**config.mk**
```make
export PLATFORM = sky130hd
export DESIGN_NAME = fetch_stage
export DESIGN_NICKNAME = d
export VERILOG_FILES = /design/src/source/cpu_pkg.sv /design/src/source/fetch_stage.sv
export SDC_FILE = /design/constraint.sdc
export NUM_CORES = 2
export LEC_CHECK = 0
export ABC_AREA = 1
export BUFFER_PORTS_ARGS = -buffer_cell sky130_fd_sc_hd__buf_4
export CAP_MARGIN = 20
export CORE_UTILIZATION = 50
export CTS_BUF_LIST = sky130_fd_sc_hd__clkbuf_2 sky130_fd_sc_hd__clkbuf_4 sky130_fd_sc_hd__clkbuf_8
export CTS_CLUSTER_SIZE = 16
export DETAILED_ROUTE_END_ITERATION = 10
export MAX_ROUTING_LAYER = met4
export PLACE_DENSITY_LB_ADDON = 0.08
export SKIP_CTS_REPAIR_TIMING = 1
export SLEW_MARGIN = 10
export SYNTH_ARGS = -nofsm -noshare
export SYNTH_HDL_FRONTEND = slang
export SYNTH_SLANG_ARGS = --single-unit
```
**constraint.sdc**
```tcl
create_clock -name clk_i -period 1.8 [get_ports clk_i]
set_clock_uncertainty 0.05 [all_clocks]
set_input_delay 0.36 -clock clk_i [delete_from_list [all_inputs] [get_ports clk_i]]
set_output_delay 0.36 -clock clk_i [all_outputs]
set_load 0.01 [all_outputs]
```
**src/source/cpu_pkg.sv**
```systemverilog
`default_nettype none

package cpu_pkg;

    typedef logic [31:0] word_t;      // data word or instruction
    typedef logic [7:0]  byte_t;
    typedef logic [4:0]  reg_addr_t;

    localparam int NUM_LANES = 4;     // signed 8-bit lanes per word
    typedef logic [NUM_LANES-1:0] lane_flags_t;   // one positive flag per lane

    typedef enum logic [3:0] {
        ALU_NOP,
        ALU_ADD,
        ALU_SUB,
        ALU_AND,
        ALU_OR,
        ALU_XOR,
        ALU_VADD,
        ALU_VSUB,
        ALU_VMAX
    } alu_op_e;

    typedef enum logic [1:0] {
        LD_IDLE,
        LD_LOADING,
        LD_RUNNING
    } load_state_e;

    localparam logic [6:0] OPC_REG = 7'b0110011;   // register-register
    localparam logic [6:0] OPC_IMM = 7'b0010011;   // register-immediate
    localparam logic [6:0] OPC_VEC = 7'b1010111;   // packed lanes

    localparam logic [2:0] F3_ADD  = 3'b000;       // add and sub
    localparam logic [2:0] F3_XOR  = 3'b100;
    localparam logic [2:0] F3_OR   = 3'b110;
    localparam logic [2:0] F3_AND  = 3'b111;
    localparam logic [2:0] F3_VADD = 3'b000;
    localparam logic [2:0] F3_VSUB = 3'b001;
    localparam logic [2:0] F3_VMAX = 3'b010;

    localparam logic [6:0] F7_BASE = 7'b0000000;
    localparam logic [6:0] F7_SUB  = 7'b0100000;

    localparam byte_t START_BYTE = 8'hFE;         // opens a program
    localparam byte_t END_BYTE   = 8'hFF;         // closes it on a word boundary

endpackage

`default_nettype wire

```
**src/source/fetch_stage.sv**
```systemverilog
`timescale 1ns/100ps
`default_nettype none

module fetch_stage import cpu_pkg::*; #(
    parameter int IMEM_DEPTH = 64,
    localparam int AW = $clog2(IMEM_DEPTH),
    localparam int LW = $clog2(IMEM_DEPTH + 1)
) (
    input  wire            clk_i,
    input  wire            reset,
    input  wire            imem_we_i,
    input  wire [AW-1:0]   imem_waddr_i,
    input  wire word_t     imem_wdata_i,
    input  wire [LW-1:0]   prog_len_i,
    input  wire            go_i,
    output logic           fetch_valid_o,
    output logic           fetch_last_o,
    output word_t          fetch_instr_o
);

    word_t         imem [IMEM_DEPTH];
    logic          running;
    logic [LW-1:0] pc;
    logic [LW-1:0] last_pc;
    logic          at_last;

    assign last_pc = prog_len_i - LW'(1);
    assign at_last = pc == last_pc;

    always_ff @(posedge clk_i) begin
        if (imem_we_i) imem[imem_waddr_i] <= imem_wdata_i;
    end

    always_ff @(posedge clk_i or posedge reset) begin
        if (reset) begin
            running       <= 1'b0;
            pc            <= '0;
            fetch_valid_o <= 1'b0;
            fetch_last_o  <= 1'b0;
        end else begin
            fetch_valid_o <= running;
            fetch_last_o  <= running && at_last;
            if (go_i) begin
                running <= 1'b1;
                pc      <= '0;
            end else if (running) begin
                pc <= pc + 1'b1;   // one instruction per cycle
                if (at_last) running <= 1'b0;
            end
        end
    end

    always_ff @(posedge clk_i) begin
        if (running) fetch_instr_o <= imem[pc[AW-1:0]];
    end

endmodule

`default_nettype wire

```
==> reports/results.tsv <==
stage	metric	value	unit
outcome	result of the run	finished, violations left	
outcome	violations in the final reports	negative hold slack, negative setup slack	
pwr	power density of the placed cells	1009	nW/um^2
global_routing	GRT Resource Usage Total	30.54	%
pwr	static power due to leakage	41.90	nW
pwr	fraction of power spent switching nets	24.88	%
cts	clock slew seen by the registers of the worst setup and hold paths	0.06	ns
routing	DR iter-0 viols	6263	
cts	TritonCTS clock tree	done	
sta	highest achievable clock rate	431.9	MHz
place	number of instances in the placed design	10310	
sta	Worst Slack Setup Final	-0.5151	ns
cells_and_area	top library cells by usage in the layout, fill and taps aside	nand2_1, edfxtp_1, nand3_1, inv_1, clkbuf_8	
floorplan	starting density of the core	50.42	%
job	total of max-cap violations	0	
routing	wire length per cell after detailed routing	24.29	um
worst_setup_path	class of the most critical setup path	register to register	
floorplan	total number of placement rows	152	
cts	number of levels the H-tree was split into	5	
synth	Synth cell types	26	
worst_setup_path	arrival time worst endpoint	3.07	ns
synth	Yosys Warn Count	0	
cts	Longest Clk Path Bufs	4	
floorplan	Chip Width	418.4	um
global_routing	number of antenna violations at the first check in global routing	9	
pwr	proportion of power drawn by the clock network	37.9	%
sta	count of endpoints failing hold in the final timing report	1	
worst_setup_path	crit path capture type	register	
global_routing	via count of the first global-routing pass	56730	
synth	synthesized cell area	86680	um^2
synth	gate count of the mapped netlist	7785	
sta	Final Max Tran Viols	0	
worst_setup_path	critical path launch point type	register	
routing	post-detailed-route DRC marker count	0	
pwr	fraction of power consumed by sequential logic	51.2	%
place	global placement routability congestion	0.8383	
routing	Detail Route Antenna Nets	0	
min_path	Tightest Hold Check Type	input pin to register	
cells_and_area	core occupancy in the finished layout	61.27	%
global_routing	Remaining Overflow, GRT	0	
cells_and_area	number of standard cells in the layout, taps in and fillers out	11040	
routing	Pre-antenna DRT Iters	6	
global_routing	pin count of the biggest net entering global routing	65	
pwr	Comb power frac	10.8	%
sta	minimum clock period	2.315	ns
synth	post-synth net total	7836	
place	detailed placement HPWL	154600	um
sta	unrepaired setup endpoints after global routing	yes	
pwr	total power	106.3	mW
floorplan	area of the core	171900	um^2
place	count of input and output buffers	82	
synth	synthesized area per cell	11.13	um^2
cts	clock latency of the later-clocked register in the worst-skew pair	1.08	ns
worst_setup_path	largest fanout on the critical path	19	
floorplan	Die Ht	418.4	um
synth	total of flip-flops plus latches after synthesis	2090	
routing	Vias/cell	5.478	
pwr	Cell Int Power	79.86	mW
routing	total length of routed wires	268200	um
sta	final worst-path cycle share	128.6	%
global_routing	global-route wire length before repair	379300	um
floorplan	floorplan die area	175000	um^2
cts	number of buffers inserted during clock tree synthesis	356	
cells_and_area	number of nets in the finished design	8537	
cts	number of clock sinks	2090	
cells_and_area	Area Growth Syn to Fin	21.54	%
cts	library cell used as clock root buffer	clkbuf_8	
floorplan	# IOs	83	
sta	number of setup violations in the final report	74	
worst_setup_path	WP data required	2.56	ns
synth	post-synthesis sequential area ratio	72.35	%
pwr	peak supply drop	0.9021	mV
sta	slew margin rel.	50.50	%
cells_and_area	commonest non-fill, non-tap cell in the layout	nand2_1	
routing	total number of vias	60480	
cells_and_area	proportion of layout cells with a drive suffix above 1	17.92	%
pwr	power dissipated by switching net loads	26.45	mW
sta	worst hold slack	-0.03003	ns
sta	pin slew with the least headroom to its limit	0.7425	ns
[sequential cells by signal, summed over array words and instances (netlist names)]
| signal | count |
|---|---|
| fetch_last_o | 1 |
| imem | 2048 |
| fetch_valid_o | 1 |
| fetch_instr_o | 32 |
| running | 1 |
| pc | 7 |
[metal layers]
metal | global-route usage (%) | share of wire [%] | vias up
met1 | 41.76 | 42 | 29760
met4 | 9.052 | 2.7 | 0
met2 | 47.90 | 48 | 2568
met3 | 4.173 | 7.6 | 521
li1 | - | - | 27630
met5 | - | 0 | -
[final timing paths]
path,from,endpoint,slack (ns),depth (start not counted)
setup / recovery,pc[0],fetch_instr_o[12],-0.52,15
hold / removal,prog_len_i[1],fetch_last_o,-0.03,10
setup reg to reg,pc[0],fetch_instr_o[12],-0.52,15
hold reg to reg,pc[4],pc[4],0.56,1
max in group asynchronous,reset,pc[1],1.13,5
min in group asynchronous,reset,pc[6],0.35,5
[per-stage QoR]
stage	hold slack (ns)	setup slack (ns)	instance area [um^2]	TNS, ns
2_1_floorplan	0.1502	-1.087	86990	-1752.06
3_3_place_gp	0.3204	-0.8057	95820	-112.29
3_5_place_dp	0.3219	-0.8080	95820	-103.87
4_1_cts	-0.8399	-0.8261	102300	-33.88
5_1_grt	0.02737	-0.5591	105300	-29.92
6_report	-0.03003	-0.5151	105300	-26.12
[critical path: stages, from the launching register on]
cell,delay [ns]
dfrtp_4,0.50
buf_6,0.14
buf_12,0.13
buf_12,0.14
buf_16,0.17
buf_4,0.17
nand2_1,0.06
nand2_1,0.05
nand2_1,0.05
nand3_1,0.08
nand3_2,0.09
nand2_1,0.06
nand2_1,0.10
nand2_2,0.08
clkinv_4,0.11
nand2_2,0.05
[Yosys cell counts (all sizes together)]
master	instances	share of area [%]
nand2	2964	13
edfxtp	2080	72
nand3	1271	7.3
inv	632	2.7
buf	339	2.2
nor2	190	0.82
a21oi	119	0.69
clkbuf	92	0.40
o21ai	37	0.21
nor3	14	0.081
or2	12	0.087
dfrtp	10	0.29
nand4	9	0.065
nor4	8	0.058
ha	2	0.029
xor2	2	0.020
a211oi	1	0.0087
clkinv	1	0.0043
nand3b	1	0.0087
xnor2	1	0.010
[power by group through the flow]
stage / logic, mW / clock network [mW] / registers [mW]
after detailed placement: 10.2 / 0 / 55.5
after CTS: 10.2 / 40.9 / 54.4
final: 11.5 / 40.3 / 54.5
after global placement: 10.1 / 0 / 55.4
after global routing: 12.4 / 42.9 / 54.4
after floorplan: 5.23 / 0 / 55.3
[layout make-up]
type | instances | area (um^2)
fillers | 13830 | 66580
flip-flops and latches | 2090 | 62730
multi-input cells | 4631 | 20610
repair buffers | 771 | 10070
clock buffers | 486 | 5919
well taps | 2310 | 2890
inverters | 633 | 2489
clock inverters | 110 | 560.5
repair inverters | 3 | 52.55
diodes | 7 | 17.52
[logic make-up after synthesis]
group           Yosys count  share of synthesized area [%]
fa+ha+maj                 2                        0.02887
flops                  2090                          72.35
buf+inv                1064                          5.386
xor+xnor                  3                        0.03032
compound gates          157                         0.9094
simple gates           4469                          21.30
Power figures use the tool's default switching activity.
