<file path="src/source/cpu_pkg.sv">
`default_nettype none

package cpu_pkg;

    typedef logic [31:0] word_t;      // data word or instruction
    typedef logic [7:0]  byte_t;
    typedef logic [4:0]  reg_addr_t;

    localparam int NUM_LANES = 4;     // signed 8-bit lanes per word
    typedef logic [NUM_LANES-1:0] lane_flags_t;   // one positive flag per lane

    typedef enum logic [3:0] {
        ALU_NOP,
        ALU_ADD,
        ALU_SUB,
        ALU_AND,
        ALU_OR,
        ALU_XOR,
        ALU_VADD,
        ALU_VSUB,
        ALU_VMAX
    } alu_op_e;

    typedef enum logic [1:0] {
        LD_IDLE,
        LD_LOADING,
        LD_RUNNING
    } load_state_e;

    localparam logic [6:0] OPC_REG = 7'b0110011;   // register-register
    localparam logic [6:0] OPC_IMM = 7'b0010011;   // register-immediate
    localparam logic [6:0] OPC_VEC = 7'b1010111;   // packed lanes

    localparam logic [2:0] F3_ADD  = 3'b000;       // add and sub
    localparam logic [2:0] F3_XOR  = 3'b100;
    localparam logic [2:0] F3_OR   = 3'b110;
    localparam logic [2:0] F3_AND  = 3'b111;
    localparam logic [2:0] F3_VADD = 3'b000;
    localparam logic [2:0] F3_VSUB = 3'b001;
    localparam logic [2:0] F3_VMAX = 3'b010;

    localparam logic [6:0] F7_BASE = 7'b0000000;
    localparam logic [6:0] F7_SUB  = 7'b0100000;

    localparam byte_t START_BYTE = 8'hFE;         // opens a program
    localparam byte_t END_BYTE   = 8'hFF;         // closes it on a word boundary

endpackage

`default_nettype wire

</file>
<file path="src/source/program_loader.sv">
`timescale 1ns/100ps
`default_nettype none

module program_loader import cpu_pkg::*; #(
    parameter int IMEM_DEPTH = 64,
    localparam int AW = $clog2(IMEM_DEPTH),
    localparam int LW = $clog2(IMEM_DEPTH + 1)
) (
    input  wire            clk_i,
    input  wire            reset,
    input  wire            load_req_i,
    input  wire byte_t     load_byte_i,
    input  wire            run_done_i,
    output logic           load_ack_o,
    output logic           imem_we_o,
    output logic [AW-1:0]  imem_waddr_o,
    output word_t          imem_wdata_o,
    output logic [LW-1:0]  prog_len_o,
    output logic           go_o,
    output logic           run_start_o
);

    load_state_e   state;
    word_t         shift_q;     // bytes of the word being assembled
    word_t         next_word;
    logic [1:0]    byte_cnt;
    logic [LW-1:0] word_cnt;
    logic          take;        // byte accepted this cycle

    // no new byte while a program runs
    assign take      = load_req_i && !load_ack_o && state != LD_RUNNING;
    assign next_word = {load_byte_i, shift_q[31:8]};   // little-endian fill

    always_ff @(posedge clk_i or posedge reset) begin
        if (reset) begin
            state       <= LD_IDLE;
            load_ack_o  <= 1'b0;
            byte_cnt    <= '0;
            word_cnt    <= '0;
            prog_len_o  <= '0;
            imem_we_o   <= 1'b0;
            go_o        <= 1'b0;
            run_start_o <= 1'b0;
        end else begin
            imem_we_o   <= 1'b0;
            go_o        <= 1'b0;
            run_start_o <= 1'b0;
            if (take) begin
                load_ack_o <= 1'b1;
            end else if (!load_req_i) begin
                load_ack_o <= 1'b0;   // four-phase return to zero
            end
            case (state)
                LD_IDLE: begin
                    if (take && load_byte_i == START_BYTE) begin
                        state       <= LD_LOADING;
                        byte_cnt    <= '0;
                        word_cnt    <= '0;
                        run_start_o <= 1'b1;
                    end
                end
                LD_LOADING: begin
                    if (take) begin
                        if (load_byte_i == END_BYTE && byte_cnt == 2'd0 && word_cnt != '0) begin
                            prog_len_o <= word_cnt;
                            go_o       <= 1'b1;
                            state      <= LD_RUNNING;
                        end else begin
                            byte_cnt <= byte_cnt + 2'd1;
                            if (byte_cnt == 2'd3) begin
                                imem_we_o <= 1'b1;   // word complete
                                word_cnt  <= word_cnt + 1'b1;
                            end
                        end
                    end
                end
                LD_RUNNING: begin
                    if (run_done_i) state <= LD_IDLE;
                end
                default: state <= LD_IDLE;
            endcase
        end
    end

    always_ff @(posedge clk_i) begin
        if (take && state == LD_LOADING) begin
            shift_q      <= next_word;
            imem_wdata_o <= next_word;
            imem_waddr_o <= word_cnt[AW-1:0];
        end
    end

endmodule

`default_nettype wire

</file>
<file path="config.mk">
export PLATFORM = sky130hd
export DESIGN_NAME = program_loader
export DESIGN_NICKNAME = d
export VERILOG_FILES = /design/src/source/cpu_pkg.sv /design/src/source/program_loader.sv
export SDC_FILE = /design/constraint.sdc
export NUM_CORES = 1
export LEC_CHECK = 0
export ABC_CLOCK_PERIOD_IN_PS = 5100
export BUFFER_PORTS_ARGS = -buffer_cell sky130_fd_sc_hd__buf_2
export CAP_MARGIN = 40
export CORE_MARGIN = 2
export CORE_UTILIZATION = 50
export CTS_CLUSTER_DIAMETER = 200
export DETAILED_ROUTE_END_ITERATION = 10
export GPL_TIMING_DRIVEN = 0
export MAX_ROUTING_LAYER = met4
export PLACE_DENSITY_LB_ADDON = 0.12
export SETUP_SLACK_MARGIN = 0.15
export SLEW_MARGIN = 30
export SYNTH_ARGS = -nofsm -noshare
export SYNTH_HDL_FRONTEND = slang
export SYNTH_SLANG_ARGS = --single-unit
</file>
<file path="constraint.sdc">
create_clock -name clk_i -period 5.1 [get_ports clk_i]
set_input_delay 0.51 -clock clk_i [delete_from_list [all_inputs] [get_ports clk_i]]
set_output_delay 0.51 -clock clk_i [all_outputs]
set_load 0.02 [all_outputs]
</file>
==> impl_metrics.json <==
{
  "routed_via_density": 5.31,
  "fin_tns_setup_ns": 0,
  "grt_overflow_total": 0,
  "post_cts_buffers": 0,
  "numCtsBuffers": 9,
  "gp_congestion": 0.909,
  "holdWs_ns": 0.163,
  "rsz0062_at_grt": "no",
  "skew_ns": 0.00454,
  "path_max_fanout": 6,
  "cts_buffer_depth": 2,
  "diodes": 0,
  "pin_count": 61,
  "drc": 0,
  "utilization_pct": 68.0,
  "die_h_um": 70.0,
  "synthCells": 128,
  "drive_above_1_share_pct": 45.6,
  "cts_root_buf": "clkbuf_8",
  "die_x_um": 70.0,
  "post-route-min-period_ns": 2.29,
  "synth_edf_count": 38,
  "clkLatencyLatePin_ns": 0.33,
  "stdcell_count": 256,
  "drt-wirelength-per-cell_um": 14.3,
  "crit_type": "flip-flop to flip-flop",
  "p_leak_nw": 1.21,
  "grt_pass1_wl_um": 6110,
  "netlist_area_sq_mm": 0.00218,
  "antenna_found_initial": 0,
  "num_rows": 23,
  "syn2layout_area_growth_pct": 27.6,
  "dieArea_sq_mm": 0.00490,
  "first_global_vias": 1274,
  "cts_htree_levels": 3,
  "crit_arrival_ns": 2.50,
  "portBuffers": 60,
  "clkTransAtPathRegs_ns": 0.07,
  "crit_chain": "inv_1 > ha_1 > or4b_1 > o311ai_2 > nor2_2 > a221o_1 > a32o_1",
  "synth_seq_cells": 60,
  "max_freq_mhz": 437,
  "fin_crit_sh_pct": 44.8,
  "start_kind": "flip-flop",
  "power.density_cell_area_mw_per_mm2": 348,
  "routed_wl_um": 3650,
  "synthArstFlopShare_pct": 36.7,
  "slew_viol_final": 0,
  "postCtsHoldBufs": 0,
  "timing_hold_violations_final": 0,
  "hold_path_class": "input port to async pin",
  "worstMarginPinSlew_ns": 0.590,
  "cap_viol_max_count": 0,
  "ys.flop_type": "edfxtp_1",
  "cts_tree": "yes",
  "ir_worst_vdd_mv": 0.217,
  "crit_path_end_kind": "flip-flop",
  "ys_seq_area_share_pct": 77.7,
  "syn_nets": 144,
  "synth_cell_type_count": 31,
  "core_area_sq_mm": 0.00409,
  "dp.cells": 239,
  "slowest_delay_ns": 0.46,
  "ctsResizeCount": 0,
  "grtUsageTotal_pct": 17.0,
  "drt-initial-drc-count": 60,
  "max-slew-margin-rel_pct": 60.5,
  "final_nets": 217,
  "slowest_stage": "or4b_1",
  "grt_max_degree": 29,
  "via_count": 1360,
  "start_util_pct": 53.3,
  "status": "finished clean",
  "setup_viol": 0,
  "cts_sinks": 60,
  "dp_hpwl_um": 2540,
  "yosysWarnings": 0,
  "first_pass_iters": 4,
  "crit_required_ns": 5.32,
  "synth_area_per_cell_sq_um": 17.0,
  "ant_nets": 0
}
## state kept, by name, indices dropped and copies added, names as in the netlist
signal / count
imem_waddr_o: 6
shift_q: 32
byte_cnt: 2
load_ack_o: 1
prog_len_o: 7
state: 2
run_start_o: 1
word_cnt: 7
go_o: 1
imem_we_o: 1
## layout by cell type (no fill, tap or decap), types with 2 or more instances in the layout
cell type and n:
a21o_1 2, dfrtp_1 22, nand3_1 6, or2_2 2, ha_1 4, a31oi_1 6
buf_2 61, inv_1 8, mux2_2 7, edfxtp_1 38, clkbuf_8 9, or3_1 3
nand2_1 2, nand2b_1 2, and3_1 3, clkinv_2 2, clkinvlp_4 2, o41ai_1 2
o21ai_0 4
## cell type report
class | count | area [sq um]
clock buffers | 9 | 124
clock inverters | 7 | 67.6
well taps | 50 | 62.6
inverters | 8 | 30.0
fillers | 280 | 1310
flip-flops and latches | 60 | 1690
multi-input cells | 59 | 458
plain buffers | 1 | 5.00
repair buffers | 62 | 339
## metal layers
layer | up-vias | global-route usage (%) | share of wire [%]
met3 | 8 | 8.23 | 8.3
li1 | 642 | - | -
met5 | - | - | 0
met1 | 657 | 20.2 | 42
met2 | 53 | 24.4 | 47
met4 | 0 | 8.33 | 2.4
## cell usage after synthesis (3+ instances only)
master    instances  share of area [%]
and3_1            3               0.86
o21ai_0           4               0.92
mux2_2            7                3.6
inv_1             8                1.4
edfxtp_1         38                 52
ha_1              4                2.3
a31oi_1           6                1.7
nand3_1           6                1.4
dfrtp_1          22                 25
or3_1             3               0.86
## worst paths after layout
kind | start | end | slack [ns] | cells after the start
max | word_cnt[0] | byte_cnt[1] | 2.81 | 7
max reg2reg | word_cnt[0] | byte_cnt[1] | 2.81 | 7
min reg2reg | shift_q[30] | shift_q[22] | 0.44 | 0
max in group asynchronous | reset | imem_we_o | 4.49 | 3
min | reset | word_cnt[5] | 0.16 | 2
min in group clk_i | run_done_i | state[1] | 0.37 | 2
## stage by stage
step	area [sq um]	power, W	setup slack, ns
CTS	2770	0.000979	2.82
floorplan	2180	0.000562	1.37
global placement	2540	0.000573	0.487
detailed placement	2570	0.000577	2.69
global route	2780	0.00101	2.63
finish	2780	0.000967	2.81
## cell families (layout without fill, tap and decap cells)
logic type      count (synthesis)  after routing  share of synthesized area, %
compound gates                 21             21                          7.47
fa+ha+maj                       4              4                          2.30
flops                          60             60                          77.7
mux                             7              7                          3.62
simple gates                   27             27                          7.30
buf+inv                         9             87                          1.61
## critical path: cells and delay by family, from the launching register on
family	cells	cell delay, ns
adders and majority gates	1	0.16
buffers and inverters	1	0.12
AOI/OAI and AO/OA	3	0.89
and+or+nand+nor	2	0.59
DFF	1	0.43
## report_power, final
group | leakage, nW | internal, W | switching, W
Sequential | 0.625 | 0.000523 | 0.00000617
Combinational | 0.493 | 0.0000163 | 0.0000223
Clock | 0.0926 | 0.000222 | 0.000177
Total | 1.21 | 0.000762 | 0.000205
(Power assumes the default switching activity.)
