===== src/source/cpu_pkg.sv =====
`default_nettype none

package cpu_pkg;

    typedef logic [31:0] word_t;      // data word or instruction
    typedef logic [7:0]  byte_t;
    typedef logic [4:0]  reg_addr_t;

    localparam int NUM_LANES = 4;     // signed 8-bit lanes per word
    typedef logic [NUM_LANES-1:0] lane_flags_t;   // one positive flag per lane

    typedef enum logic [3:0] {
        ALU_NOP,
        ALU_ADD,
        ALU_SUB,
        ALU_AND,
        ALU_OR,
        ALU_XOR,
        ALU_VADD,
        ALU_VSUB,
        ALU_VMAX
    } alu_op_e;

    typedef enum logic [1:0] {
        LD_IDLE,
        LD_LOADING,
        LD_RUNNING
    } load_state_e;

    localparam logic [6:0] OPC_REG = 7'b0110011;   // register-register
    localparam logic [6:0] OPC_IMM = 7'b0010011;   // register-immediate
    localparam logic [6:0] OPC_VEC = 7'b1010111;   // packed lanes

    localparam logic [2:0] F3_ADD  = 3'b000;       // add and sub
    localparam logic [2:0] F3_XOR  = 3'b100;
    localparam logic [2:0] F3_OR   = 3'b110;
    localparam logic [2:0] F3_AND  = 3'b111;
    localparam logic [2:0] F3_VADD = 3'b000;
    localparam logic [2:0] F3_VSUB = 3'b001;
    localparam logic [2:0] F3_VMAX = 3'b010;

    localparam logic [6:0] F7_BASE = 7'b0000000;
    localparam logic [6:0] F7_SUB  = 7'b0100000;

    localparam byte_t START_BYTE = 8'hFE;         // opens a program
    localparam byte_t END_BYTE   = 8'hFF;         // closes it on a word boundary

endpackage

`default_nettype wire


===== src/source/register_file.sv =====
`timescale 1ns/100ps
`default_nettype none

module register_file import cpu_pkg::*; (
    input  wire              clk_i,
    input  wire              reset,
    input  wire reg_addr_t   rs1_i,
    input  wire reg_addr_t   rs2_i,
    input  wire              wb_en_i,
    input  wire reg_addr_t   wb_addr_i,
    input  wire word_t       wb_data_i,
    input  wire lane_flags_t wb_flags_i,
    input  wire reg_addr_t   reg_sel_i,
    input  wire [1:0]        byte_sel_i,
    output word_t            rs1_data_o,
    output word_t            rs2_data_o,
    output byte_t            value_o,
    output logic             lane_pos_o
);

    word_t       regs  [32];
    lane_flags_t flags [32];
    word_t       sel_word;
    lane_flags_t sel_flags;

    // x0 reads zero and a same-cycle write passes straight through
    function automatic word_t read_port(input reg_addr_t addr);
        if (addr == '0) return '0;
        if (wb_en_i && wb_addr_i == addr) return wb_data_i;
        return regs[addr];
    endfunction

    always_comb begin
        rs1_data_o = read_port(rs1_i);
        rs2_data_o = read_port(rs2_i);
    end

    always_ff @(posedge clk_i or posedge reset) begin
        if (reset) begin
            for (int i = 0; i < 32; i++) begin
                regs[i]  <= '0;
                flags[i] <= '0;
            end
        end else if (wb_en_i && wb_addr_i != '0) begin
            regs[wb_addr_i]  <= wb_data_i;
            flags[wb_addr_i] <= wb_flags_i;
        end
    end

    // readout of one lane
    assign sel_word   = regs[reg_sel_i];
    assign sel_flags  = flags[reg_sel_i];
    assign value_o    = sel_word[8*byte_sel_i +: 8];
    assign lane_pos_o = sel_flags[byte_sel_i];

endmodule

`default_nettype wire


===== config.mk =====
export PLATFORM = sky130hd
export DESIGN_NAME = register_file
export DESIGN_NICKNAME = d
export VERILOG_FILES = /design/src/source/cpu_pkg.sv /design/src/source/register_file.sv
export SDC_FILE = /design/constraint.sdc
export NUM_CORES = 2
export LEC_CHECK = 0
export ABC_CLOCK_PERIOD_IN_PS = 39600
export BUFFER_PORTS_ARGS = -buffer_cell sky130_fd_sc_hd__buf_2
export CAP_MARGIN = 10
export CORE_MARGIN = 4
export CORE_UTILIZATION = 30
export DETAILED_ROUTE_END_ITERATION = 10
export GPL_TIMING_DRIVEN = 0
export PLACE_DENSITY_LB_ADDON = 0.05
export RECOVER_POWER = 25
export SLEW_MARGIN = 10
export SYNTH_ARGS = -nofsm -noshare
export SYNTH_HDL_FRONTEND = slang
export SYNTH_SLANG_ARGS = --single-unit

===== constraint.sdc =====
create_clock -name clk_i -period 39.6 [get_ports clk_i]
set_input_delay 3.96 -clock clk_i [delete_from_list [all_inputs] [get_ports clk_i]]
set_output_delay 3.96 -clock clk_i [all_outputs]
set_load 0.01 [all_outputs]

==> impl_metrics.py <==
metrics = {
    "power_and_ir_drop": {
        "power.internal_mw": 2.754,
        "p_leak_nw": 33.58,
        "power.share.clock_pct": 35.8,
        "switching_share_pct": 32.65,
        "p_comb_share_pct": 24.0,
        "pwr-share-seq_pct": 40.2,
        "p_switching_mw": 1.335,
        "power.density_nw_per_um2": 51.65,
        "max-vdd-ir-drop_mv": 0.03646,
    },
    "cells_and_area": {
        "drive_above_1_share_pct": 49.07,
        "fin_nets": 5169,
        "syn_to_final_growth_pct": 17.02,
        "final_area_um2": 79170,
        "fin_cells": 8230,
    },
    "detailed_routing": {
        "drt-initial-drc-count": 7736,
        "postRouteAntennaNets": 0,
        "top_layer_used": "met5",
        "wl_met2_mm": 188.3,
        "drt-pass1-iter-count": 5,
        "vias": 54470,
        "post_drt_wl_per_cell_um": 53.27,
        "routedLengthMet1_mm": 170.4,
        "drc": 0,
        "wl_met3_mm": 45.76,
        "via_per_inst": 6.618,
        "wl_mm": 438.4,
    },
    "worst_setup_path": {
        "critPathLaunch": "reset",
        "crit_path_end_kind": "asynchronous set/reset pin",
        "crit_slowest_cell": "clkbuf_1",
        "reg2reg_depth": 1,
        "crit_fanout": 89,
        "timing.critical_path.buf_inv": 4,
        "criticalPathCategory": "primary input to asynchronous set/reset pin",
        "path_cells": "clkbuf_1, clkinvlp_2, clkbuf_1, clkbuf_1",
        "slowest_delay_ns": 3.98,
        "required_ns": 39.24,
        "reg2reg_to": "regs[633]$_DFFE_PP0P_",
        "reg2reg_setup_slack_ns": 38.72,
        "r2r-start": "regs[633]$_DFFE_PP0P_",
        "cp_common_cell": "clkbuf_1",
        "critPathCapture": "regs[467]$_DFFE_PP0P_",
        "critPathArrivalTime_ns": 14.26,
        "crit_family": "buffers and inverters",
        "cp_num_cells": 4,
        "start_kind": "primary input",
    },
    "yosys": {
        "syn_avg_cell_area_um2": 14.25,
        "synth_top_family_by_area": "multiplexers",
        "yosys.area.top_type_share_pct": 42.61,
        "synthTopCellsByArea": "dfrtp_1 (43%), mux4_2 (21%), mux2_2 (19%)",
        "synthSimpleGateAreaFrac_pct": 2.789,
        "muxShareOfSynthArea_pct": 45.32,
        "async_flop_share_pct": 100.0,
        "seq_area_frac_synth_pct": 42.61,
        "synth.cell_area_um2": 67660,
        "synth_xor_area_share_pct": 0.1294,
        "synth_edf_count": 0,
        "synthDistinctLibCells": 52,
        "yosysTopAreaCell": "dfrtp_1",
        "ys_ff_latch": 1152,
        "yosysWarnings": 0,
        "synth-compound-area-share_pct": 5.600,
        "synthAdderAreaFrac_pct": 0,
        "synth.net_count": 4808,
        "synth_cells": 4747,
        "synth_flop_cell": "dfrtp_1",
    },
    "run": {
        "maxCapViolCount": 9,
    },
    "timing": {
        "slew_violations": 674,
        "max_slew_margin_pct": -307.8,
        "finalSetupViolCount": 0,
        "rsz0062_at_grt": "no",
        "fin_crit_sh_pct": 36.92,
        "fmaxAchievable_mhz": 68.41,
        "finalHoldViolCount": 0,
        "fin_setup_tns_ns": 0,
        "fin_worst_skew_ns": 0,
        "worst_pin_slew_ns": 6.117,
        "finalCriticalPeriod_ns": 14.62,
    },
    "global_route": {
        "antenna_found_initial": 47,
        "grt_pass1_vias": 52940,
        "grt_pass1_wl_mm": 563.1,
        "grtUsageTotal_pct": 37.11,
        "grt_max_degree": 109,
        "overflow": 0,
    },
    "placement": {
        "placed_cell_area_um2": 74240,
        "place_congestion": 0.9542,
        "dp.cells": 7945,
        "port_buffers": 119,
        "place_hpwl_mm": 302.5,
    },
    "clocking": {
        "hold_buffers": 0,
        "cts_num_sinks": 1152,
        "cts_resized": 0,
        "cts_tree": "done",
        "cts_buffer_depth": 3,
        "numCtsBuffers": 153,
        "cts-root-buf": "clkbuf_16",
        "path_clk_slew_ns": 0.06,
        "h-tree-depth": 4,
        "post_cts_buffers": 0,
        "clock_latency_ns": 0.85,
    },
    "floorplan": {
        "die_h_um": 482.9,
        "dieWidth_um": 482.9,
        "core_area_um2": 224700,
        "num_rows": 174,
        "num_io_pins": 134,
        "initial_core_util_pct": 30.11,
        "die-area_um2": 233200,
    },
    "worst_hold_path": {
        "hold_path_depth": 1,
        "hold_class": "flop to flop",
    },
    "status": {
        "status": "complete, but fails checks",
        "violations": "capacitance limit, slew limit",
    },
}
## state kept, by name (all words and copies together), names as in the netlist
register / count
regs: 1024
flags: 128
## power groups by stage
stage | Combinational, mW | Clock (mW) | Sequential [mW]
2_1_floorplan | 0.639 | 0 | 1.56
3_3_place_gp | 0.931 | 0 | 1.65
3_5_place_dp | 0.958 | 0 | 1.65
4_1_cts | 0.961 | 1.48 | 1.63
5_1_grt | 1.01 | 1.52 | 1.67
6_report | 0.980 | 1.46 | 1.64
## synthesized netlist by cell type, types with 4 or more instances
cell / number
a22oi_1: 127
buf_2: 153
o21ai_0: 10
nand4_1: 27
nor2_2: 4
a22o_1: 49
mux2_2: 1116
a21oi_1: 62
o221ai_1: 25
xnor2_1: 4
buf_4: 7
dfrtp_1: 1152
nand2_1: 140
a211oi_1: 27
nor3b_1: 20
or3b_1: 9
nor4_1: 30
o22ai_1: 178
mux4_2: 641
clkbuf_1: 349
a2111oi_0: 8
nor2b_1: 9
o22a_1: 11
nor2_1: 69
buf_6: 8
buf_1: 34
nand3b_1: 6
a32o_1: 25
nand2b_1: 4
nand3_1: 20
mux2i_1: 363
xor2_1: 6
a221oi_1: 6
nor3_1: 16
## worst min-delay path by stage
stage | start | end | slack (ns)
CTS | flags[126]$_DFFE_PP0P_ | flags[126]$_DFFE_PP0P_ | 0.46
finish | flags[127]$_DFFE_PP0P_ | flags[127]$_DFFE_PP0P_ | 0.46
global route | flags[127]$_DFFE_PP0P_ | flags[127]$_DFFE_PP0P_ | 0.48
detailed placement | flags[124]$_DFFE_PP0P_ | flags[124]$_DFFE_PP0P_ | 0.45
floorplan | flags[124]$_DFFE_PP0P_ | flags[124]$_DFFE_PP0P_ | 0.42
global placement | flags[126]$_DFFE_PP0P_ | flags[126]$_DFFE_PP0P_ | 0.44
## kinds of logic after synthesis
group / after synthesis
muxes: 2121
DFF: 1152
buffers and inverters: 555
AOI/OAI and AO/OA: 533
and+or+nand+nor: 376
xor gates and xnor gates: 10
## placed cells by master, fill, tap and decap left out, types with 27 or more instances in the layout
cell type,netlist,final
a211oi_1,27,27
a21oi_1,62,62
a22o_1,49,49
a22oi_1,127,127
buf_12,2,30
buf_16,0,33
buf_2,153,298
clkbuf_1,349,244
clkbuf_16,0,155
clkbuf_2,0,153
dfrtp_1,1152,1152
mux2_2,1116,1116
mux2i_1,363,363
mux4_2,641,641
nand2_1,140,140
nand4_1,27,27
nor2_1,69,62
nor4_1,30,30
o22ai_1,178,178
## stage by stage
step,worst slack (ns),utilization [%],power [mW],hold slack [ns]
floorplan,3.194,-,2.195,0.4246
global placement,-13.92,32.05,2.582,0.4397
detailed placement,27.29,33.04,2.608,0.4454
CTS,27.27,35.30,4.068,0.4604
global route,23.25,35.22,4.197,0.4797
finish,24.98,35.24,4.089,0.4578
## cell type report
cell class	instances	area [um2]
clock inverters	43	693.2
clock buffers	219	4369
well taps	2992	3744
plain buffers	554	2626
multi-input cells	3040	36520
flip-flops and latches	1152	28830
inverters	1	5.005
fillers	21990	145500
repair buffers	206	2330
diodes	23	57.56
## metal layers
metal,vias to the layer above,global-route usage (%)
li1,19540,-
met1,30010,46.90
met2,3828,54.37
met3,1075,12.62
met4,20,23.50
met5,-,0
Power figures use the tool's default switching activity.
