==> config.mk <==
export PLATFORM = sky130hd
export DESIGN_NAME = execute_stage
export DESIGN_NICKNAME = d
export VERILOG_FILES = /design/src/source/cpu_pkg.sv /design/src/source/execute_stage.sv
export SDC_FILE = /design/constraint.sdc
export NUM_CORES = 1
export LEC_CHECK = 0
export ABC_AREA = 1
export BUFFER_PORTS_ARGS = -buffer_cell sky130_fd_sc_hd__buf_2
export CAP_MARGIN = 10
export CORE_MARGIN = 3
export CORE_UTILIZATION = 45
export CTS_BUF_LIST = sky130_fd_sc_hd__clkbuf_16
export DETAILED_ROUTE_END_ITERATION = 10
export PLACE_DENSITY_LB_ADDON = 0.12
export SLEW_MARGIN = 10
export SYNTH_ARGS = -nofsm -noshare
export SYNTH_HDL_FRONTEND = slang
export SYNTH_SLANG_ARGS = --single-unit
export TNS_END_PERCENT = 100
==> constraint.sdc <==
create_clock -name clk_i -period 8.2 [get_ports clk_i]
set_input_delay 0.41 -clock clk_i [delete_from_list [all_inputs] [get_ports clk_i]]
set_output_delay 0.41 -clock clk_i [all_outputs]
set_load 0.005 [all_outputs]
==> src/source/cpu_pkg.sv <==
`default_nettype none

package cpu_pkg;

    typedef logic [31:0] word_t;      // data word or instruction
    typedef logic [7:0]  byte_t;
    typedef logic [4:0]  reg_addr_t;

    localparam int NUM_LANES = 4;     // signed 8-bit lanes per word
    typedef logic [NUM_LANES-1:0] lane_flags_t;   // one positive flag per lane

    typedef enum logic [3:0] {
        ALU_NOP,
        ALU_ADD,
        ALU_SUB,
        ALU_AND,
        ALU_OR,
        ALU_XOR,
        ALU_VADD,
        ALU_VSUB,
        ALU_VMAX
    } alu_op_e;

    typedef enum logic [1:0] {
        LD_IDLE,
        LD_LOADING,
        LD_RUNNING
    } load_state_e;

    localparam logic [6:0] OPC_REG = 7'b0110011;   // register-register
    localparam logic [6:0] OPC_IMM = 7'b0010011;   // register-immediate
    localparam logic [6:0] OPC_VEC = 7'b1010111;   // packed lanes

    localparam logic [2:0] F3_ADD  = 3'b000;       // add and sub
    localparam logic [2:0] F3_XOR  = 3'b100;
    localparam logic [2:0] F3_OR   = 3'b110;
    localparam logic [2:0] F3_AND  = 3'b111;
    localparam logic [2:0] F3_VADD = 3'b000;
    localparam logic [2:0] F3_VSUB = 3'b001;
    localparam logic [2:0] F3_VMAX = 3'b010;

    localparam logic [6:0] F7_BASE = 7'b0000000;
    localparam logic [6:0] F7_SUB  = 7'b0100000;

    localparam byte_t START_BYTE = 8'hFE;         // opens a program
    localparam byte_t END_BYTE   = 8'hFF;         // closes it on a word boundary

endpackage

`default_nettype wire

==> src/source/execute_stage.sv <==
`timescale 1ns/100ps
`default_nettype none

module execute_stage import cpu_pkg::*; (
    input  wire            clk_i,
    input  wire            reset,
    input  wire            run_start_i,
    input  wire            dec_valid_i,
    input  wire            dec_last_i,
    input  wire alu_op_e   dec_op_i,
    input  wire reg_addr_t dec_rd_i,
    input  wire reg_addr_t dec_rs1_i,
    input  wire reg_addr_t dec_rs2_i,
    input  wire word_t     dec_a_i,
    input  wire word_t     dec_b_i,
    input  wire            dec_use_imm_i,
    input  wire word_t     dec_imm_i,
    output logic           wb_en_o,
    output reg_addr_t      wb_addr_o,
    output word_t          wb_data_o,
    output lane_flags_t    wb_flags_o,
    output logic           run_done_o
);

    word_t       op_a;
    word_t       op_b;
    word_t       rs2_val;
    word_t       scalar_res;
    word_t       vec_res;
    word_t       result;
    lane_flags_t vec_flags;
    lane_flags_t flags;
    logic        fwd_ok;
    logic        is_vec;
    logic        wb_last;    // last instruction sits in the result register

    // previous instruction still in the result register
    assign fwd_ok  = wb_en_o && wb_addr_o != '0;
    assign op_a    = (fwd_ok && wb_addr_o == dec_rs1_i) ? wb_data_o : dec_a_i;
    assign rs2_val = (fwd_ok && wb_addr_o == dec_rs2_i) ? wb_data_o : dec_b_i;
    assign op_b    = dec_use_imm_i ? dec_imm_i : rs2_val;

    always_comb begin
        case (dec_op_i)
            ALU_ADD: scalar_res = op_a + op_b;
            ALU_SUB: scalar_res = op_a - op_b;
            ALU_AND: scalar_res = op_a & op_b;
            ALU_OR:  scalar_res = op_a | op_b;
            ALU_XOR: scalar_res = op_a ^ op_b;
            default: scalar_res = '0;
        endcase
    end

    always_comb begin : lanes
        byte_t la;
        byte_t lb;
        byte_t lr;
        for (int i = 0; i < NUM_LANES; i++) begin
            la = op_a[8*i +: 8];
            lb = op_b[8*i +: 8];
            case (dec_op_i)
                ALU_VSUB: lr = la - lb;   // wraps inside the lane
                ALU_VMAX: lr = ($signed(la) > $signed(lb)) ? la : lb;
                default:  lr = la + lb;
            endcase
            vec_res[8*i +: 8] = lr;
            vec_flags[i]      = !lr[7] && lr != '0;   // signed > 0
        end
    end

    assign is_vec = dec_op_i inside {ALU_VADD, ALU_VSUB, ALU_VMAX};
    assign result = is_vec ? vec_res : scalar_res;
    assign flags  = is_vec ? vec_flags : '0;   // scalar write clears flags

    always_ff @(posedge clk_i or posedge reset) begin
        if (reset) begin
            wb_en_o    <= 1'b0;
            wb_last    <= 1'b0;
            run_done_o <= 1'b0;
        end else begin
            wb_en_o <= dec_valid_i && dec_op_i != ALU_NOP;
            wb_last <= dec_valid_i && dec_last_i;
            if (run_start_i) begin
                run_done_o <= 1'b0;
            end else if (wb_last) begin
                run_done_o <= 1'b1;   // held until the next program starts
            end
        end
    end

    always_ff @(posedge clk_i) begin
        wb_addr_o  <= dec_rd_i;
        wb_data_o  <= result;
        wb_flags_o <= flags;
    end

endmodule

`default_nettype wire

==> summary by stage <==
Min path
Counting instances, the worst hold path has a depth of 1. The tightest min-delay check is of the in -> reg type. In this run the most critical hold path is launched from dec_rd_i[3].

Worst setup path
The worst setup slack for register-to-register paths is 2.70 ns. STA classifies the critical path startpoint as a flop. STA puts the critical path data required time at 8.38 ns. STA classifies the critical path endpoint as a flop. The largest driver fanout on the critical path is 36.

The path depth of the worst reg2reg path is 26. The type of the worst setup path is reg -> reg. The worst register-to-register path begins at wb_addr_o[0]$_DFF_P_. The worst setup path startpoint is wb_addr_o[0]$_DFF_P_. The largest single stage delay on the critical path is 0.62 ns. The critical-path cell with the highest stage delay is nand3_4.

The arrival time of the worst setup path is 5.68 ns. Among the stages of the critical path, the cell type that occurs most often is nand2_1.

Floorplanning
The site row count is 54. The chip height is 155 um. The floorplan step defined a die boundary enclosing 24,200 um^2.

The initial utilization of the core area, before any placement, comes to 45.9%. The core region is 21,900 um^2. Pin placement for this block handled 164 I/O pins. The x dimension of the die is 155 um.

Pwr
The leakage power figure is 6.15 nW. The maximum vdd ir drop is 69.6 uV. The power density over cell area is 116 nW/um^2.

The total power draw is 1.31 mW.

Layout
In the final layout, the multi-input gates occupy 8050 um^2. The leading cell type in the layout, fill and taps excluded is nand2_1. The final cell utilization of the core is 51.6%. The number of diodes is 0. The layout filler cell count is 2,328.

Registers take 896 um^2. Relative to the synthesized area, the layout overhead comes to 12.3%. The final net count is 2,108. The library cells used most frequently in the layout, excluding fill and tap cells, are nand2_1, inv_1, buf_2. The share of layout cells above drive strength 1 is 14.2%.

CTS
The clock tree from TritonCTS is built. The worst-skew pair later-pin latency is 0.32 ns. The H-tree level count is 2. In this run the clock root is driven by a clkbuf_16. Clock-pin slew was measured on the worst setup and hold paths at 0.08 ns. Counting along the longest clock path gives a buffer depth of 2. The clock sink count is 44. TritonCTS created 5 clock buffers. The post-CTS setup-driven buffer insertion count is 0.

Timing
For the final routed database, the setup TNS stands at 0 ns. The count of endpoints failing hold in the final timing report is 0. The worst hold slack is 0.190 ns. The final worst-path setup slack is 2.70 ns. The final critical-path required period is 5.50 ns. Setup violations remaining at the end of the flow were counted as 0. The share of the clock period used by the worst path after layout is 67.1%. For the pin with the worst max-slew slack, the measured transition is 1.04 ns. The worst clock skew is 0.0105 ns.

The headroom to the max-slew limit is 30.2%. The final count of pins violating max slew is 0. Setup repair after global routing left no endpoint under its margin. The highest achievable clock rate is 182 MHz.

Synth
Counting distinct cell types in the post-synthesis netlist gives 47. The area of the mapped netlist is 10,100 um^2. Counting flops and latches in the post-synthesis netlist gives 44. Synthesis produced a netlist with a net count of 1,972. The mean instance size in the synthesized netlist is 5.94 um^2.

The part of the Yosys area used for sequential elements is 8.91%. After technology mapping, the gate count stands at 1,692. The number of warning messages in the yosys log is 0.

Placed design
The congestion estimate from routability-driven global placement came to 0.979. Prior to clock tree synthesis, the placed netlist has a worst setup slack of 2.86 ns. The quantity of I/O buffers inserted on ports is 163. The post-DP HPWL is 27,300 um.

Drt
The first routing iteration left 912 violations. In the routed design, unresolved DRC markers number 0. The count of nets left with antenna violations once routing finished came out at 0. The overall via count from detail_route is 11.7k. The average detailed-routed wire length per instance is 16.8 um. The post-detailed-routing wire length is 35,500 um. The first detailed-routing pass ran for 6 iterations. The number of vias per cell after detailed routing is 5.56.

Global route
The number of global-route vias before repair is 10.7k. Entering global routing, the biggest net connects 39 pins. The total congestion overflow after global routing is 0. In the global route stage, overall resource usage came out at 28.2%. The first global-routing pass estimated 55,600 um of wire.

The number of antenna violations at the first check in global routing is 0.

Flow run
Across the run, the number of max-cap violations was 0.

Outcome
The flow ran to the end, and the final reports show no timing, DRC or antenna violations.
## critical path: cells and delay by family, from the launching register on
family | cells | cell delay [ns]
buf+inv | 3 | 0.76
xor+xnor | 1 | 0.18
simple gates | 14 | 2.09
fa+ha+maj | 1 | 0.31
compound gates | 7 | 1.58
flops | 1 | 0.41
## cells by family (layout without fill, tap and decap cells)
group / Yosys count / count (layout) / synth area share [%]
simple gates: 807 / 807 / 35.3
fa+ha+maj: 159 / 159 / 20.5
buf+inv: 292 / 429 / 11.2
xor+xnor: 43 / 43 / 3.75
flops: 44 / 44 / 8.91
compound gates: 347 / 347 / 20.4
## final cells by class
class,instances,area share (%)
timing repair buffer,182,8.51
sequential,44,7.94
clock buffer,5,1.11
inverter,239,7.95
clock inverter,3,0.0998
multi-input combinational,1356,71.3
tap,280,3.10
## state kept, by name, indices dropped and copies added, names as in the netlist
| register | cells |
|---|---|
| wb_en_o | 1 |
| run_done_o | 1 |
| wb_flags_o | 4 |
| wb_data_o | 32 |
| wb_addr_o | 5 |
| wb_last | 1 |
## final timing paths
kind                                          endpoint
worst max-delay path             wb_data_o[21]$_DFF_P_
worst min-delay path              wb_addr_o[3]$_DFF_P_
worst max register to register   wb_data_o[21]$_DFF_P_
worst min register to register  run_done_o$_DFFE_PP0P_
max in group asynchronous       run_done_o$_DFFE_PP0P_
min in group asynchronous            wb_en_o$_DFF_PP0_
## layer usage
layer	track usage (%)	share of wire, %	routed length, um
met1	41.2	48	17200
met5	0	0	0
met2	44.8	44	15600
met4	6.13	1.7	620
met3	2.67	5.9	2110
## through the flow
step	cell area (um^2)	std cells
detailed placement	11100	2100
global placement	11100	2100
finish	11300	2109
global route	11300	2109
CTS	11300	2109
floorplan	10100	1692
## where the power goes
group | switching (mW) | leakage (nW) | internal, mW
Sequential | 0.0289 | 0.379 | 0.244
Clock | 0.108 | 0.0738 | 0.111
Combinational | 0.529 | 5.69 | 0.295
## synthesized netlist by cell type, drive strengths merged
library cell / instances / share of area (%)
a21boi: 6 / 0.45
a21o: 1 / 0.075
a21oi: 106 / 5.3
a221oi: 13 / 1.1
a22oi: 1 / 0.075
a31o: 1 / 0.087
a31oi: 6 / 0.37
buf: 14 / 0.86
clkbuf: 39 / 1.5
clkinv: 1 / 0.037
dfrtp: 3 / 0.75
dfxtp: 41 / 8.2
fa: 9 / 1.8
ha: 150 / 19
inv: 238 / 8.9
nand2: 410 / 15
nand3: 126 / 6.4
nand3b: 9 / 0.67
nand4: 45 / 2.8
nor2: 149 / 5.8
nor3: 11 / 0.60
nor4: 4 / 0.25
o2111ai: 2 / 0.17
o211ai: 44 / 3.3
o21a: 10 / 0.75
o21ai: 117 / 5.9
o21bai: 7 / 0.52
o221a: 1 / 0.11
o221ai: 2 / 0.17
o22ai: 22 / 1.4
o311ai: 2 / 0.17
o31a: 1 / 0.087
o31ai: 5 / 0.37
or2: 53 / 3.3
xnor2: 4 / 0.35
xor2: 39 / 3.4
## timing repair
item                      in CTS  in global routing
resized for setup              0                  0
hold buffers                   1                  0
hold endpoints to repair       3                  0
Power figures use the tool's default switching activity.
