### src/source/cpu_pkg.sv
`default_nettype none

package cpu_pkg;

    typedef logic [31:0] word_t;      // data word or instruction
    typedef logic [7:0]  byte_t;
    typedef logic [4:0]  reg_addr_t;

    localparam int NUM_LANES = 4;     // signed 8-bit lanes per word
    typedef logic [NUM_LANES-1:0] lane_flags_t;   // one positive flag per lane

    typedef enum logic [3:0] {
        ALU_NOP,
        ALU_ADD,
        ALU_SUB,
        ALU_AND,
        ALU_OR,
        ALU_XOR,
        ALU_VADD,
        ALU_VSUB,
        ALU_VMAX
    } alu_op_e;

    typedef enum logic [1:0] {
        LD_IDLE,
        LD_LOADING,
        LD_RUNNING
    } load_state_e;

    localparam logic [6:0] OPC_REG = 7'b0110011;   // register-register
    localparam logic [6:0] OPC_IMM = 7'b0010011;   // register-immediate
    localparam logic [6:0] OPC_VEC = 7'b1010111;   // packed lanes

    localparam logic [2:0] F3_ADD  = 3'b000;       // add and sub
    localparam logic [2:0] F3_XOR  = 3'b100;
    localparam logic [2:0] F3_OR   = 3'b110;
    localparam logic [2:0] F3_AND  = 3'b111;
    localparam logic [2:0] F3_VADD = 3'b000;
    localparam logic [2:0] F3_VSUB = 3'b001;
    localparam logic [2:0] F3_VMAX = 3'b010;

    localparam logic [6:0] F7_BASE = 7'b0000000;
    localparam logic [6:0] F7_SUB  = 7'b0100000;

    localparam byte_t START_BYTE = 8'hFE;         // opens a program
    localparam byte_t END_BYTE   = 8'hFF;         // closes it on a word boundary

endpackage

`default_nettype wire

### src/source/decode_stage.sv
`timescale 1ns/100ps
`default_nettype none

module decode_stage import cpu_pkg::*; (
    input  wire            clk_i,
    input  wire            reset,
    input  wire            fetch_valid_i,
    input  wire            fetch_last_i,
    input  wire word_t     fetch_instr_i,
    input  wire word_t     rs1_data_i,
    input  wire word_t     rs2_data_i,
    output reg_addr_t      rs1_o,
    output reg_addr_t      rs2_o,
    output logic           dec_valid_o,
    output logic           dec_last_o,
    output alu_op_e        dec_op_o,
    output reg_addr_t      dec_rd_o,
    output reg_addr_t      dec_rs1_o,
    output reg_addr_t      dec_rs2_o,
    output word_t          dec_a_o,
    output word_t          dec_b_o,
    output logic           dec_use_imm_o,
    output word_t          dec_imm_o
);

    logic [6:0] opcode;
    logic [6:0] funct7;
    logic [2:0] funct3;
    alu_op_e    op;
    word_t      imm;

    assign opcode = fetch_instr_i[6:0];
    assign funct3 = fetch_instr_i[14:12];
    assign funct7 = fetch_instr_i[31:25];
    assign rs1_o  = fetch_instr_i[19:15];
    assign rs2_o  = fetch_instr_i[24:20];
    assign imm    = {{20{fetch_instr_i[31]}}, fetch_instr_i[31:20]};   // I-type

    function automatic alu_op_e scalar_op(input logic [2:0] f3);
        case (f3)
            F3_ADD:  return ALU_ADD;
            F3_XOR:  return ALU_XOR;
            F3_OR:   return ALU_OR;
            F3_AND:  return ALU_AND;
            default: return ALU_NOP;
        endcase
    endfunction

    always_comb begin
        op = ALU_NOP;   // unknown codes never write
        case (opcode)
            OPC_REG: begin
                if (funct7 == F7_SUB) op = (funct3 == F3_ADD) ? ALU_SUB : ALU_NOP;
                else if (funct7 == F7_BASE) op = scalar_op(funct3);
            end
            OPC_IMM: op = scalar_op(funct3);
            OPC_VEC: begin
                case (funct3)
                    F3_VADD: op = ALU_VADD;
                    F3_VSUB: op = ALU_VSUB;
                    F3_VMAX: op = ALU_VMAX;
                    default: op = ALU_NOP;
                endcase
            end
            default: op = ALU_NOP;
        endcase
    end

    always_ff @(posedge clk_i or posedge reset) begin
        if (reset) begin
            dec_valid_o <= 1'b0;
            dec_last_o  <= 1'b0;
        end else begin
            dec_valid_o <= fetch_valid_i;
            dec_last_o  <= fetch_valid_i && fetch_last_i;
        end
    end

    always_ff @(posedge clk_i) begin
        dec_op_o      <= op;
        dec_rd_o      <= fetch_instr_i[11:7];
        dec_rs1_o     <= rs1_o;
        dec_rs2_o     <= rs2_o;
        dec_a_o       <= rs1_data_i;
        dec_b_o       <= rs2_data_i;
        dec_use_imm_o <= opcode == OPC_IMM;
        dec_imm_o     <= imm;
    end

endmodule

`default_nettype wire

### config.mk
export PLATFORM = sky130hd
export DESIGN_NAME = decode_stage
export DESIGN_NICKNAME = d
export VERILOG_FILES = /design/src/source/cpu_pkg.sv /design/src/source/decode_stage.sv
export SDC_FILE = /design/constraint.sdc
export NUM_CORES = 1
export LEC_CHECK = 0
export BUFFER_PORTS_ARGS = -buffer_cell sky130_fd_sc_hd__buf_2
export CAP_MARGIN = 10
export CORE_AREA = 2 2 90 92
export DETAILED_ROUTE_END_ITERATION = 12
export DIE_AREA = 0 0 92 94
export PLACE_DENSITY = 0.69
export SLEW_MARGIN = 20
export SYNTH_ARGS = -nofsm -noshare
export SYNTH_HDL_FRONTEND = slang
export SYNTH_SLANG_ARGS = --single-unit
export TNS_END_PERCENT = 50
### constraint.sdc
create_clock -name clk_i -period 1.35 [get_ports clk_i]
set_input_delay 0.135 -clock clk_i [delete_from_list [all_inputs] [get_ports clk_i]]
set_output_delay 0.135 -clock clk_i [all_outputs]
set_load 0.02 [all_outputs]
==> flow_results.xml <==
<?xml version="1.0" encoding="UTF-8"?>
<metrics>
  <group name="outcome">
    <metric name="outcome" unit="">finished, violations left</metric>
    <metric name="violations" unit="">setup timing</metric>
  </group>
  <group name="pwr">
    <metric name="power.share.combinational" unit="%">14.7</metric>
    <metric name="switching_share" unit="%">26.1</metric>
    <metric name="power_per_cell_area" unit="nW/um2">1280</metric>
    <metric name="power_dissipated_by_switching_net_loads" unit="mW">1.48</metric>
    <metric name="power_frac_seq" unit="%">51.5</metric>
    <metric name="cellLeakagePower" unit="nW">2.24</metric>
    <metric name="internal-power" unit="mW">4.19</metric>
    <metric name="share_clk_of_total_power" unit="%">33.8</metric>
    <metric name="power.ir.vdd_worst" unit="mV">0.625</metric>
  </group>
  <group name="drt">
    <metric name="length_of_the_first_detailed_routing_pass_in_iterations" unit="">4</metric>
    <metric name="wirelength" unit="um">7360</metric>
    <metric name="post_drt_via_cell_ratio" unit="">3.86</metric>
    <metric name="avgRoutedWirePerCell" unit="um">13.3</metric>
    <metric name="ant_nets" unit="">0</metric>
    <metric name="num_vias" unit="">2141</metric>
    <metric name="initialDrtViolationCount" unit="">35</metric>
    <metric name="number_of_remaining_drc_errors" unit="">0</metric>
  </group>
  <group name="clock_network">
    <metric name="tritoncts" unit="">built</metric>
    <metric name="cts-buffers-inserted" unit="">9</metric>
    <metric name="root_buffer" unit="">sky130_fd_sc_hd__clkbuf_8</metric>
    <metric name="clock_path_buffers" unit="">2</metric>
    <metric name="cts_htree_levels" unit="">3</metric>
    <metric name="clk_transition_reported_paths" unit="ps">90</metric>
    <metric name="cts.sink_count" unit="">93</metric>
  </group>
  <group name="floorplan">
    <metric name="die-height" unit="um">94</metric>
    <metric name="fp.dieW" unit="um">92</metric>
    <metric name="row_count" unit="">32</metric>
    <metric name="placeableCoreArea" unit="um2">7610</metric>
    <metric name="floorplan.die_area" unit="um2">8650</metric>
    <metric name="pin_count" unit="">228</metric>
    <metric name="initial_core_util" unit="%">30.2</metric>
  </group>
  <group name="global_routing">
    <metric name="grt_first_pass_wirelength" unit="um">10400</metric>
    <metric name="first_global_vias" unit="">2136</metric>
    <metric name="antenna_violations_before_repair" unit="">0</metric>
    <metric name="grt-ovfl-total" unit="">0</metric>
    <metric name="grt_start_max_net_pins" unit="">22</metric>
    <metric name="groute.usage.overall" unit="%">15.8</metric>
  </group>
  <group name="setup_path">
    <metric name="timing.setup.critical_path_class" unit="">input port to flop</metric>
    <metric name="cpPeakStageDelay" unit="ps">540</metric>
    <metric name="timing.critical_path.arrival" unit="ps">1630</metric>
    <metric name="worst_ep_required_time" unit="ps">1620</metric>
    <metric name="cp_top_family" unit="">buffers and inverters</metric>
    <metric name="timing.critical_path.from_type" unit="">input port</metric>
    <metric name="timing.critical_path.to" unit="">dec_op_o[1]</metric>
    <metric name="crit_path_capture_type" unit="">flop</metric>
    <metric name="crit_path_cell_trace" unit="">dlygate4sd3_1 &gt; buf_2 &gt; or4_1 &gt; nor4_2 &gt; a21oi_1 &gt; o21ai_1</metric>
    <metric name="crit_path_top_delay_cell" unit="">sky130_fd_sc_hd__dlygate4sd3_1</metric>
    <metric name="startpoint" unit="">fetch_instr_i[31]</metric>
    <metric name="timing.critical_path.fanout_max" unit="">3</metric>
    <metric name="wp_buf_inv" unit="">2</metric>
    <metric name="timing.critical_path.depth" unit="">6</metric>
  </group>
  <group name="final_layout">
    <metric name="antenna_cells" unit="">0</metric>
    <metric name="util_after_layout" unit="%">58.3</metric>
    <metric name="instances_no_fill" unit="">554</metric>
    <metric name="area_delta_synth_final" unit="%">93.3</metric>
    <metric name="drive_gt1_share" unit="%">55.3</metric>
    <metric name="num-nets-final" unit="">547</metric>
  </group>
  <group name="logic_synthesis">
    <metric name="synth.yosys.seq_area_share" unit="%">81.6</metric>
    <metric name="synth_cell_types" unit="">22</metric>
    <metric name="count_of_mapped_cells_out_of_synthesis" unit="">152</metric>
    <metric name="yosysMostFrequentCell" unit="">sky130_fd_sc_hd__dfxtp_1</metric>
    <metric name="post-synth-top-area-fraction" unit="%">79.4</metric>
    <metric name="most_frequent_cells_after_synthesis" unit="">91 x sky130_fd_sc_hd__dfxtp_1, 35 x sky130_fd_sc_hd__buf_4, 4 x sky130_fd_sc_hd__inv_1</metric>
    <metric name="synth-warning-count" unit="">0</metric>
    <metric name="postSynthRegisterBits" unit="">93</metric>
    <metric name="synthesis.area" unit="um2">2290</metric>
    <metric name="synth-edff-count" unit="">0</metric>
    <metric name="ranking_of_synthesized_cells_by_area" unit="">sky130_fd_sc_hd__dfxtp_1 79%, sky130_fd_sc_hd__buf_4 11%, sky130_fd_sc_hd__dfrtp_1 2.2%</metric>
    <metric name="syn_avg_cell_area" unit="um2">15.1</metric>
    <metric name="synthFlopType" unit="">sky130_fd_sc_hd__dfxtp_1</metric>
    <metric name="asr_flop_ratio_synth" unit="%">2.15</metric>
    <metric name="syn_nets" unit="">252</metric>
    <metric name="synth.largest_area_cell" unit="">sky130_fd_sc_hd__dfxtp_1</metric>
  </group>
  <group name="placed_design">
    <metric name="place_worst_setup_slack" unit="ps">-98.3</metric>
    <metric name="place_inst" unit="">447</metric>
    <metric name="gp_routability_congestion" unit="">0.719</metric>
    <metric name="hpwlAfterDp" unit="um">4580</metric>
    <metric name="port_buffers" unit="">227</metric>
  </group>
  <group name="timing">
    <metric name="transition_time_of_the_tightest_slew_check_pin" unit="ps">393</metric>
    <metric name="timing.final.setup_violations" unit="">1</metric>
    <metric name="setup_slack" unit="ps">-10.1</metric>
    <metric name="timing.final.crit_share" unit="%">101</metric>
    <metric name="max-slew-margin-rel" unit="%">73.5</metric>
    <metric name="finalMaxSlewViolations" unit="">0</metric>
    <metric name="clock.fmax" unit="MHz">735</metric>
    <metric name="fin_crit" unit="ps">1360</metric>
    <metric name="final_hold_slack" unit="ps">75.2</metric>
    <metric name="report.final.hold_viol_count" unit="">0</metric>
  </group>
  <group name="min_path">
    <metric name="hold_path_startpoint" unit="">fetch_instr_i[5]</metric>
    <metric name="class_of_the_tightest_hold_or_removal_check" unit="">input port to flop</metric>
  </group>
  <group name="job">
    <metric name="drv_cap" unit="">0</metric>
  </group>
</metrics>
## per-layer routing
layer	up-vias	part of all wire, %	GRT usage [%]
li1	1041	-	-
met1	964	35	15.4
met2	123	55	30.1
met3	13	8.5	6.18
met4	0	2.1	5.60
met5	-	0	0
## worst min-delay path by stage
stage               endpoint  slack, ps  depth (start not counted)
6_report       dec_use_imm_o         80                          3
5_1_grt        dec_use_imm_o         40                          3
4_1_cts        dec_use_imm_o         50                          3
3_5_place_dp      dec_last_o        -10                          2
3_3_place_gp     dec_valid_o        -10                          2
2_1_floorplan     dec_last_o       -120                          1
## stage by stage
stage / cell area (um2) / total power [mW] / TNS (ps)
finish: 4440 / 5.68 / -10.1
global route: 4440 / 5.93 / -54.5
CTS: 4430 / 5.72 / 0
detailed placement: 3300 / 3.60 / -219
global placement: 3300 / 3.59 / -122
floorplan: 2290 / 3.34 / 0
## state kept, by name, indices dropped and copies added, names as in the netlist
name,count
dec_rd_o,5
dec_rs1_o,5
dec_imm_o,12
dec_a_o,32
dec_use_imm_o,1
dec_last_o,1
dec_valid_o,1
dec_b_o,32
dec_op_o,4
## what timing repair did
item,in CTS,in global routing
gates resized for setup,1,2
setup endpoints to repair,21,1
hold buffers,91,0
buffers inserted,0,0
endpoints found under the hold margin,91,0
gates cloned,0,0
## power groups by stage
stage	registers (mW)	clock network, mW	logic [mW]
2_1_floorplan	3.17	0	0.163
3_3_place_gp	2.98	0	0.614
3_5_place_dp	2.98	0	0.621
4_1_cts	2.92	1.97	0.827
5_1_grt	2.94	2.11	0.882
6_report	2.92	1.92	0.837
## cell families (layout without fill, tap and decap cells)
group                  count (synthesis)  count (layout)  share of synthesized area (%)
flip-flops                            93              93                           81.6
AO/OA/AOI/OAI                          5               5                           1.85
buffers and inverters                 39             339                           12.1
AND/OR/NAND/NOR                       15              15                           4.47
## cell type report
cell class | instances | area (um2)
multi-input cells | 20 | 151
clock buffers | 9 | 124
repair buffers | 319 | 2050
clock inverters | 7 | 91.3
well taps | 102 | 128
flip-flops and latches | 93 | 1870
fillers | 621 | 3170
inverters | 4 | 15.0
## cells in the final DEF, fill, tap and decap left out
master | netlist | routed
sky130_fd_sc_hd__o211ai_1 | 1 | 1
sky130_fd_sc_hd__clkbuf_8 | 0 | 9
sky130_fd_sc_hd__o21ai_1 | 0 | 1
sky130_fd_sc_hd__and3_1 | 1 | 1
sky130_fd_sc_hd__dlygate4sd3_1 | 0 | 91
sky130_fd_sc_hd__clkinvlp_4 | 0 | 1
sky130_fd_sc_hd__dfxtp_1 | 91 | 90
sky130_fd_sc_hd__o21ai_2 | 1 | 1
sky130_fd_sc_hd__a21oi_1 | 1 | 1
sky130_fd_sc_hd__nor4b_1 | 1 | 1
sky130_fd_sc_hd__o41ai_2 | 1 | 1
sky130_fd_sc_hd__or4b_1 | 1 | 1
sky130_fd_sc_hd__or3_4 | 1 | 1
sky130_fd_sc_hd__bufinv_16 | 0 | 1
sky130_fd_sc_hd__nand4b_1 | 1 | 1
sky130_fd_sc_hd__or4_1 | 1 | 1
sky130_fd_sc_hd__nor4_2 | 0 | 1
sky130_fd_sc_hd__clkinv_4 | 0 | 1
sky130_fd_sc_hd__or4_4 | 1 | 1
sky130_fd_sc_hd__dfrtp_1 | 2 | 2
sky130_fd_sc_hd__nand2_1 | 2 | 2
sky130_fd_sc_hd__inv_6 | 0 | 2
sky130_fd_sc_hd__inv_1 | 4 | 4
sky130_fd_sc_hd__buf_2 | 0 | 227
sky130_fd_sc_hd__and2_1 | 1 | 1
sky130_fd_sc_hd__clkinv_8 | 0 | 1
sky130_fd_sc_hd__dfxtp_2 | 0 | 1
sky130_fd_sc_hd__nor3_1 | 1 | 1
sky130_fd_sc_hd__buf_4 | 35 | 1
sky130_fd_sc_hd__inv_8 | 0 | 1
sky130_fd_sc_hd__nand4_1 | 1 | 1
sky130_fd_sc_hd__nor2_1 | 2 | 2
Note: power is estimated with default switching activity, not from simulation.
